===== config.mk =====
export PLATFORM = sky130hd
export DESIGN_NAME = csa_fifo
export DESIGN_NICKNAME = d
export VERILOG_FILES = /design/src/logic/csa_fifo.sv
export SDC_FILE = /design/constraint.sdc
export NUM_CORES = 1
export LEC_CHECK = 0
export BUFFER_PORTS_ARGS = -buffer_cell sky130_fd_sc_hd__buf_2
export CAP_MARGIN = 20
export CORE_UTILIZATION = 40
export DETAILED_ROUTE_END_ITERATION = 6
export GPL_ROUTABILITY_DRIVEN = 1
export RECOVER_POWER = 25
export REMOVE_ABC_BUFFERS = 1
export SYNTH_ARGS = -nofsm -noshare
export SYNTH_HDL_FRONTEND = slang
export SYNTH_SLANG_ARGS = --single-unit

===== constraint.sdc =====
create_clock -name clk -period 4.4 [get_ports clk]
set_input_delay 0.44 -clock clk [delete_from_list [all_inputs] [get_ports clk]]
set_output_delay 0.44 -clock clk [all_outputs]
set_load 0.005 [all_outputs]

===== src/logic/csa_fifo.sv =====
`timescale 1ns/100ps

module csa_fifo #(
	parameter int DATA_W = 32,
	parameter int DEPTH  = 16
) (
	input  logic              clk,
	input  logic              rst_n,
	input  logic [DATA_W-1:0] wdata_i,
	input  logic              wen_i,
	input  logic              ren_i,
	output logic [DATA_W-1:0] rdata_o,
	output logic              full_o,
	output logic              empty_o
);

	localparam int PTR_W = (DEPTH > 1) ? $clog2(DEPTH) : 1;
	localparam int CNT_W = $clog2(DEPTH + 1);

	logic [DATA_W-1:0] mem [DEPTH];
	logic [PTR_W-1:0]  wptr_q;
	logic [PTR_W-1:0]  rptr_q;
	logic [CNT_W-1:0]  count_q;
	logic              do_wr;
	logic              do_rd;

	// depth need not be a power of two.
	function automatic logic [PTR_W-1:0] next_ptr(input logic [PTR_W-1:0] ptr);
		logic [PTR_W-1:0] nxt;
		if (ptr == PTR_W'(DEPTH - 1)) begin
			nxt = '0;
		end else begin
			nxt = ptr + 1'b1;
		end
		return nxt;
	endfunction

	assign do_wr   = wen_i && !full_o; // drop when full.
	assign do_rd   = ren_i && !empty_o; // drop when empty.
	assign full_o  = (count_q == CNT_W'(DEPTH));
	assign empty_o = (count_q == '0);

	always_ff @(posedge clk) begin
		if (!rst_n) begin
			wptr_q  <= '0;
			rptr_q  <= '0;
			count_q <= '0;
		end else begin
			if (do_wr) begin
				wptr_q <= next_ptr(wptr_q);
			end
			if (do_rd) begin
				rptr_q <= next_ptr(rptr_q);
			end
			case ({do_wr, do_rd})
				2'b10: count_q <= count_q + 1'b1;
				2'b01: count_q <= count_q - 1'b1;
				default: count_q <= count_q; // both or neither.
			endcase
		end
	end

	always_ff @(posedge clk) begin
		if (do_wr) begin
			mem[wptr_q] <= wdata_i;
		end
		if (do_rd) begin
			rdata_o <= mem[rptr_q]; // held until the next read.
		end
	end

endmodule


==> reports/results.txt <==
H-tree depth: 2
CTS Hold Bufs: 0
post-synthesis instance area: 20900 um^2
WHS Path Cells: 3
Clock Path Buffers: 3
EDFF count, synth: 544
Core Region: 51500 um^2
Area growth syn-to-layout: 15.2%
worst path arrival time: 3080 ps
Power per Cell Area: 549 nW/um^2
# DRC: 0
post-synth top area share: 78.0%
Die Y: 231 um
I/O pins: 70
final setup violation count: 0
dominant cell type by area after synthesis: edfxtp_1
RSZ-0062 raised after global routing: false
Routed Antenna Nets: 0
final-report hold violation count: 0
Avg Inst Size Synth: 22.7 um^2
worst-margin pin slew: 1110 ps
Warnings, synthesis: 0
Total Power: 13.3 mW
diode count: 0
drt pass-1 iters: 5
Hold EP: wptr_q[3]
FMAX: 352 MHz
Rows: 83
largest net degree at the start of global routing: 50
Worst path max stage delay: 690 ps
fraction of registers with async set/reset: 0%
maximum vdd drop: 0.000344 V
Tmin final: 2840 ps
fill count: 4278
GPL Wtd Cong: 0.704
post-cts resize count: 0
Multi-input gate area: 4220 um^2
Root Buffer: clkbuf_16
fin crit share: 64.5%
Initial Util: 40.7%
DP HPWL: 25000 um
outcome: complete, no violations
slowest stage cell, crit path: nor3_4
initial antenna violation count: 1
max cap viols: 0
DIE AREA: 53300 um^2
layout cells sized above 1: 28.2%
Mapped Cells: 923
Final #Nets: 1075
first-pass GRT wire length: 65800 um
CP bufs+invs: 1
# port buffers: 69
top post-synthesis cells by area: edfxtp_1 78%, mux4_2 14%, a22oi_1 2.3%
Remaining Overflow, GRT: 0
Final Cell Area: 24100 um^2
clk_lat worst skew: 590 ps
clock buffer count from CTS: 56
CTS tree: yes
R2R Path Start: count_q[0]
drt total wl: 44600 um
Hold WC Path Type: input port to register
Seq/Total Area, Yosys: 79.3%
clock-pin slew on the worst setup and hold paths: 60 ps
WL per Instance: 25.5 um
DR vias/cell: 5.51
nature of the critical path endpoint: register
Tot GR Track Use: 17.0%
vias in the first global route: 10100
hold wc startpoint: rst_n
vias: 9627
CTS sink count: 557
Post-CTS Setup Bufs: 0
initial drt markers: 979
post-route setup TNS: 0 ps
slew margin rel.: 26.0%
startpoint types: register
worst-path cell chain: nor4_1, a21boi_2, nand2_1, nor3_4, buf_4
WP data required: 4640 ps
final slew viol count: 0
Reg2Reg Depth: 5
Seq. cell area: 16600 um^2
Worst Skew: 16.5 ps
reg2reg end: mem[1][5]
FF-to-FF setup slack: 1560 ps
critical path class: register to register
Cell variety after synth: 36
DIE WIDTH: 231 um
Synth Flop Type: edfxtp_1
Yosys reg bits: 557
dpl cell area: 22400 um^2
family with the most delay on the worst path: simple AND/OR/NAND/NOR gates
worst-path fanout max: 22
leak pwr: 7.53 nW
==> worst max-delay path by stage <==
stage / slack (ps) / from / endpoint / cells after the start
3_5_place_dp: 1540 / count_q[0] / mem[1][14] / 5
2_1_floorplan: -2140 / rptr_q[0] / rdata_o[0] / 3
4_1_cts: 1510 / count_q[0] / mem[1][24] / 5
6_report: 1560 / count_q[0] / mem[1][5] / 5
5_1_grt: 1350 / count_q[0] / mem[1][16] / 5
3_3_place_gp: 1590 / count_q[0] / mem[1][30] / 5
==> Yosys cell counts (all sizes together) (2+ instances only) <==
cell type	count
a41oi	2
nor3	4
a21oi	6
dfxtp	13
o211ai	2
nand2	39
a21boi	2
a22oi	64
mux2i	6
ha	9
mux4	128
nand3	3
xor2	3
nor2b	2
nor2	27
a21o	2
inv	4
buf	19
nand2b	2
or4	2
clkbuf	30
edfxtp	544
==> registers in the layout, indices dropped and copies added, names as in the netlist <==
signal and count:
rdata_o 32, rptr_q 4, wptr_q 4, mem 512
count_q 5
==> power by group <==
| part | internal, mW | switching [mW] | total, mW |
|---|---|---|---|
| Sequential | 6.19 | 0.242 | 6.43 |
| Clock | 2.69 | 1.90 | 4.59 |
| Combinational | 1.14 | 1.09 | 2.23 |
==> metrics by stage <==
stage | hold slack [ps] | instances | util [%] | setup slack (ps)
global route | 130 | 1746 | 46.8 | 1350
floorplan | 488 | 874 | - | -2140
detailed placement | 540 | 1651 | 43.5 | 1540
CTS | 97.2 | 1746 | 46.9 | 1510
finish | 153 | 1746 | 46.8 | 1560
global placement | 515 | 1644 | 43.2 | 1590
==> cells in the final DEF, fill, tap and decap left out, types with 4 or more instances in the layout <==
| cell type | synthesis | final |
|---|---|---|
| clkbuf_16 | 0 | 57 |
| buf_12 | 0 | 8 |
| dfxtp_1 | 13 | 11 |
| clkinv_1 | 1 | 14 |
| clkbuf_1 | 30 | 31 |
| nor2_1 | 27 | 14 |
| buf_2 | 10 | 49 |
| edfxtp_1 | 544 | 544 |
| a22oi_1 | 64 | 64 |
| buf_4 | 0 | 17 |
| ha_1 | 9 | 9 |
| nand2_1 | 39 | 39 |
| nor2_4 | 0 | 13 |
| clkinv_2 | 0 | 5 |
| inv_1 | 4 | 4 |
| mux2i_1 | 6 | 6 |
| a21oi_1 | 6 | 6 |
| mux4_2 | 128 | 128 |
| bufinv_16 | 0 | 6 |
==> metal layers <==
metal / track usage, % / share of wire (%) / routed length [um]
met1: 23.8 / 44 / 19600
met2: 27.6 / 49 / 21800
met3: 2.67 / 4.9 / 2190
met4: 5.11 / 2.2 / 959
met5: 0 / 0.018 / 8
==> area by class of cell <==
type | instances | area share, %
flip-flops and latches | 557 | 68.8
multi-input cells | 312 | 17.5
clock buffers | 68 | 6.08
well taps | 680 | 3.53
repair buffers | 97 | 2.86
clock inverters | 27 | 1.15
inverters | 5 | 0.0778
==> cell families after synthesis <==
group | Yosys count | synth area share (%)
and+or+nand+nor | 83 | 1.69
adders and majority gates | 10 | 0.633
muxes | 134 | 14.1
xor gates and xnor gates | 4 | 0.167
buffers and inverters | 54 | 1.31
AOI/OAI and AO/OA | 81 | 2.89
DFF | 557 | 79.3
==> worst reg2reg max path: cells and delay by family, from the launching register on <==
family	cells	cell delay, ps
AND/OR/NAND/NOR	3	1170
buffers and inverters	1	510
flip-flops	1	420
AO/OA/AOI/OAI	1	360
Note: power is estimated with default switching activity, not from simulation.
