**src/logic/csa_defines.svh**
```systemverilog
`ifndef CSA_DEFINES_SVH
`define CSA_DEFINES_SVH

// one parameter word of the record.
`define CSA_WORD_W 32

// key as held in the record.
`define CSA_KEY_W 48

// keystream result and working state.
`define CSA_RES_W 64

// zero bits above the key, filling two words.
`define CSA_PAD_W (2 * `CSA_WORD_W - `CSA_KEY_W)

// queue depths.
`define CSA_IN_DEPTH 22
`define CSA_OUT_DEPTH 23

// left rotation applied each round.
`define CSA_ROT 5

`endif

```
**src/logic/csa_rec_pkg.sv**
```systemverilog
`include "csa_defines.svh"

package csa_rec_pkg;

	// block sits in the low word, times_start in the top word.
	typedef struct packed {
		logic [`CSA_WORD_W-1:0] times_start;
		logic [`CSA_WORD_W-1:0] times;
		logic [`CSA_PAD_W-1:0]  pad; // always zero.
		logic [`CSA_KEY_W-1:0]  key;
		logic [`CSA_WORD_W-1:0] block;
	} csa_in_rec_t;

	// fields the engine works on.
	typedef struct packed {
		logic [`CSA_WORD_W-1:0] times_start;
		logic [`CSA_WORD_W-1:0] times;
		logic [`CSA_KEY_W-1:0]  key;
		logic [`CSA_WORD_W-1:0] block;
	} csa_job_t;

	// input fields echoed below the result.
	typedef struct packed {
		logic [`CSA_RES_W-1:0]  result;
		logic [`CSA_WORD_W-1:0] times_start;
		logic [`CSA_WORD_W-1:0] times;
		logic [`CSA_PAD_W-1:0]  pad;
		logic [`CSA_KEY_W-1:0]  key;
		logic [`CSA_WORD_W-1:0] block;
	} csa_out_rec_t;

endpackage

```
**src/logic/csa_ctrl_pkg.sv**
```systemverilog
package csa_ctrl_pkg;

	// round engine FSM.
	typedef enum logic [1:0] {
		ENG_IDLE = 2'd0, // waiting for start.
		ENG_LOAD = 2'd1, // initial state and counters.
		ENG_RUN  = 2'd2, // one round per cycle.
		ENG_DONE = 2'd3  // result presented for one cycle.
	} csa_eng_state_e;

endpackage

```
**src/logic/csa_round_engine.sv**
```systemverilog
`timescale 1ns/100ps
`include "csa_defines.svh"

module csa_round_engine (
	input  logic                       clk,
	input  logic                       rst_n,
	input  logic                       start_i,
	input  csa_rec_pkg::csa_job_t      job_i,
	output logic                       idle_o,
	output logic                       done_o,
	output csa_rec_pkg::csa_out_rec_t  rec_o
);

	localparam int LOW_W = `CSA_RES_W - `CSA_KEY_W;

	csa_ctrl_pkg::csa_eng_state_e state_q;
	csa_ctrl_pkg::csa_eng_state_e state_d;

	csa_rec_pkg::csa_job_t  job_q;
	logic [`CSA_RES_W-1:0]  st_q;
	logic [`CSA_WORD_W-1:0] idx_q;
	logic [`CSA_WORD_W-1:0] cnt_q;
	logic [`CSA_RES_W-1:0]  init_st;

	// rotate left, then mix in block and round index.
	function automatic logic [`CSA_RES_W-1:0] csa_round(
		input logic [`CSA_RES_W-1:0]  st,
		input logic [`CSA_WORD_W-1:0] blk,
		input logic [`CSA_WORD_W-1:0] idx
	);
		logic [`CSA_RES_W-1:0] rot;
		rot = {st[`CSA_RES_W-`CSA_ROT-1:0], st[`CSA_RES_W-1:`CSA_RES_W-`CSA_ROT]};
		return rot ^ {blk, idx};
	endfunction

	assign init_st = {job_q.key, job_q.block[LOW_W-1:0]}; // key on top.

	always_comb begin
		state_d = state_q;
		case (state_q)
			csa_ctrl_pkg::ENG_IDLE: begin
				if (start_i) begin
					state_d = csa_ctrl_pkg::ENG_LOAD;
				end
			end
			csa_ctrl_pkg::ENG_LOAD: begin
				if (job_q.times == '0) begin
					state_d = csa_ctrl_pkg::ENG_DONE; // no rounds.
				end else begin
					state_d = csa_ctrl_pkg::ENG_RUN;
				end
			end
			csa_ctrl_pkg::ENG_RUN: begin
				if (cnt_q == `CSA_WORD_W'(1)) begin
					state_d = csa_ctrl_pkg::ENG_DONE; // last round.
				end
			end
			default: begin
				state_d = csa_ctrl_pkg::ENG_IDLE;
			end
		endcase
	end

	always_ff @(posedge clk) begin
		if (!rst_n) begin
			state_q <= csa_ctrl_pkg::ENG_IDLE;
		end else begin
			state_q <= state_d;
		end
	end

	always_ff @(posedge clk) begin
		case (state_q)
			csa_ctrl_pkg::ENG_IDLE: begin
				if (start_i) begin
					job_q <= job_i;
				end
			end
			csa_ctrl_pkg::ENG_LOAD: begin
				st_q  <= init_st;
				idx_q <= job_q.times_start;
				cnt_q <= job_q.times;
			end
			csa_ctrl_pkg::ENG_RUN: begin
				st_q  <= csa_round(st_q, job_q.block, idx_q);
				idx_q <= idx_q + 1'b1; // wraps at 32 bits.
				cnt_q <= cnt_q - 1'b1;
			end
			default: begin
				st_q <= st_q;
			end
		endcase
	end

	assign idle_o = (state_q == csa_ctrl_pkg::ENG_IDLE);
	assign done_o = (state_q == csa_ctrl_pkg::ENG_DONE);

	always_comb begin
		rec_o             = '0; // pad stays zero.
		rec_o.result      = st_q;
		rec_o.times_start = job_q.times_start;
		rec_o.times       = job_q.times;
		rec_o.key         = job_q.key;
		rec_o.block       = job_q.block;
	end

endmodule

```
**config.mk**
```make
export PLATFORM = sky130hd
export DESIGN_NAME = csa_round_engine
export DESIGN_NICKNAME = d
export VERILOG_FILES = /design/src/logic/csa_rec_pkg.sv /design/src/logic/csa_ctrl_pkg.sv /design/src/logic/csa_round_engine.sv
export VERILOG_INCLUDE_DIRS = /design/src /design/src/logic
export SDC_FILE = /design/constraint.sdc
export NUM_CORES = 1
export LEC_CHECK = 0
export BUFFER_PORTS_ARGS = -buffer_cell sky130_fd_sc_hd__buf_2
export CORE_MARGIN = 8
export CORE_UTILIZATION = 30
export DETAILED_ROUTE_END_ITERATION = 10
export SETUP_SLACK_MARGIN = 0.5
export SKIP_CTS_REPAIR_TIMING = 1
export SYNTH_ARGS = -nofsm -noshare
export SYNTH_HDL_FRONTEND = slang
export SYNTH_SLANG_ARGS = --single-unit
```
**constraint.sdc**
```tcl
create_clock -name clk -period 5.3 [get_ports clk]
set_input_delay 0.265 -clock clk [delete_from_list [all_inputs] [get_ports clk]]
set_output_delay 0.265 -clock clk [all_outputs]
set_load 0.005 [all_outputs]
```
==> out/results.tsv <==
metric	value	unit
wl_per_cell	19.67	um
layout-drive-gt1-share	0.3079	
p_total	9.940	mW
design_area	16520	um2
yosysMostFrequentCell	edfxtp_1	
finalWeightedCongestion	0.7993	
slew_headroom	0.1836	
syn_area	11550	um2
p_comb_frac	0.299	
start_kind	flip-flop	
synth-compound-area-share	0.06415	
yosys_register_bits	274	
place_ws	2604	ps
path_max_fanout	12	
ant_nets	0	
outcome	finished clean	
power.internal	6.432	mW
grt_pass1_wl	50.89	mm
grt_usage	0.1492	
routed_wl	37.29	mm
dpl-instance-area	13890	um2
ys_seq_area_frac	0.7109	
layout_min_cycle_time	2745	ps
syn_inst	842	
nets	1507	
p_switching	3.508	mW
clk_pin_slew	60	ps
yosysTopAreaCellShare	0.7074	
setup_viol	0	
timing.setup.tns	0	ps
synthTopCellsByCount	272 x edfxtp_1, 141 x nor2_1, 119 x a21oi_1	
synth.distinct_cells	44	
worst-path-buf-inv	0	
clk_latency	530	ps
synth_area_leaders	edfxtp_1 71%, xnor2_1 6.1%, a21oi_1 5.2%	
grt_overflow	0	
finalHoldViolCount	0	
worst_clock_skew	13.65	ps
yosys.area_share.adder	0.007586	
yosysTopAreaCell	edfxtp_1	
synthSimpleGateAreaFrac	0.1005	
cts_buffers	35	
htreeDepth	2	
vias_per_cell	4.547	
min_period_over_period	0.5179	
worstHoldPathType	in -> reg	
synth-edff-count	272	
cp.required	5670	ps
cp_cell_sequence	or4_1, nor3_2, nand3_1, or4_1, a31oi_1	
crit_family	simple AND/OR/NAND/NOR gates	
grt_pass1_vias	8480	
core	38290	um2
num_vias	8621	
drc	0	
synth-xor-area-share	0.08875	
dr.first_iter.drc_count	624	
ir_worst_vdd	0.4467	mV
start_util	0.3016	
synthMuxAreaShare	0.003576	
cpMostUsedCell	or4_1	
critPathArrivalTime	3110	ps
num_io_pins	373	
pwr-share-seq	0.451	
worst_pin_slew	1214	ps
yosys_warnings	0	
cts_num_sinks	274	
max_stage_delay	670	ps
area_delta_synth_final	43.09	%
syn_area_per_cell	13.71	um2
rsz0062_at_grt	false	
swShare	0.3529	
cts.path.max_buffers	3	
cp_slowest_cell	nor3_2	
clockRootBuffer	clkbuf_16	
die_h	212.2	um
die_w	212.2	um
maxSlewViolCount	0	
timing.fmax	0.3643	GHz
grt_max_degree	89	
num_rows	72	
antenna_found_initial	0	
dp_hpwl	26.29	mm
synth_top_family_by_area	simple AND/OR/NAND/NOR gates	
fin_ws	2555	ps
p_leak	6.270	nW
p_per_area	601.6	nW/um2
cp-end-kind	flip-flop	
drtPass1Iterations	7	
cap_viol_max_count	0	
synth-async-reset-ratio	0	
path_class	reg -> reg	
fp.dieArea	45020	um2
clkPwrFrac	0.249	
ys.flop_type	edfxtp_1	
cts_tree	yes	
portBuffers	356	
sequential cells by signal (all words and copies together), names as in the netlist:
signal	cells
rec_o	144
cnt_q	32
state_q	2
idx_q	32
st_q	64
power by group through the flow:
stage	sequential, mW	clock [mW]	combinational [mW]
2_1_floorplan	4.46	0	1.63
3_3_place_gp	4.51	0	2.92
3_5_place_dp	4.53	0	2.95
4_1_cts	4.50	2.55	2.96
5_1_grt	4.60	2.62	3.30
6_report	4.49	2.48	2.98
logic make-up after synthesis:
| logic type | count (synthesis) |
|---|---|
| other cells | 1 |
| simple gates | 243 |
| xor+xnor | 117 |
| buf+inv | 58 |
| mux | 4 |
| flops | 274 |
| fa+ha+maj | 7 |
| compound gates | 138 |
layout make-up:
cell class / count / area (um2)
repair buffers: 507 / 3303
inverters: 10 / 37.54
fillers: 3531 / 21770
multi-input cells: 525 / 3142
flip-flops and latches: 274 / 8208
clock inverters: 15 / 241.5
well taps: 518 / 648.1
diodes: 1 / 2.502
clock buffers: 46 / 938.4
placed cells by master (no fill, tap or decap), drive strengths merged, types with 9 or more instances in the layout:
master / synthesis / final
a21oi: 119 / 119
buf: 25 / 362
clkbuf: 23 / 46
conb: 1 / 16
dlygate4sd3: 0 / 145
edfxtp: 272 / 272
inv: 10 / 13
nand2: 14 / 14
nand3: 23 / 23
nand4: 11 / 11
nor2: 142 / 142
nor4: 16 / 16
or4: 9 / 9
xnor2: 80 / 80
xor2: 37 / 37
worst paths after layout:
check | slack, ps | cells after the start | endpoint | from
setup / recovery | 2560 | 5 | cnt_q[29] | cnt_q[6]
hold / removal | 340 | 5 | state_q[0] | start_i
setup reg to reg | 2560 | 5 | cnt_q[29] | cnt_q[6]
hold reg to reg | 550 | 2 | state_q[1] | state_q[1]
per-stage QoR:
stage               std cells  hold WS (ps)  utilization
finish                   1896         343.5       0.4315
global route             1895         373.8       0.4314
CTS                      1750        -138.6       0.3935
detailed placement       1689         443.1       0.3627
global placement         1689         441.0       0.3627
floorplan                 857         363.9            -
worst reg2reg max path: cells and delay by family (launching register included):
family	cells	cell delay [ps]
AO/OA/AOI/OAI	1	190
flip-flops	1	430
AND/OR/NAND/NOR	4	1970
metal layers:
metal  wire [um]  track usage  vias up
met5           0            0        -
met4        1413      0.07285        0
met3        2952      0.04216       71
met2       18510       0.2487      329
met1       14410       0.1758     4114
li1            -            -     4107
Note: power is estimated with default switching activity, not from simulation.
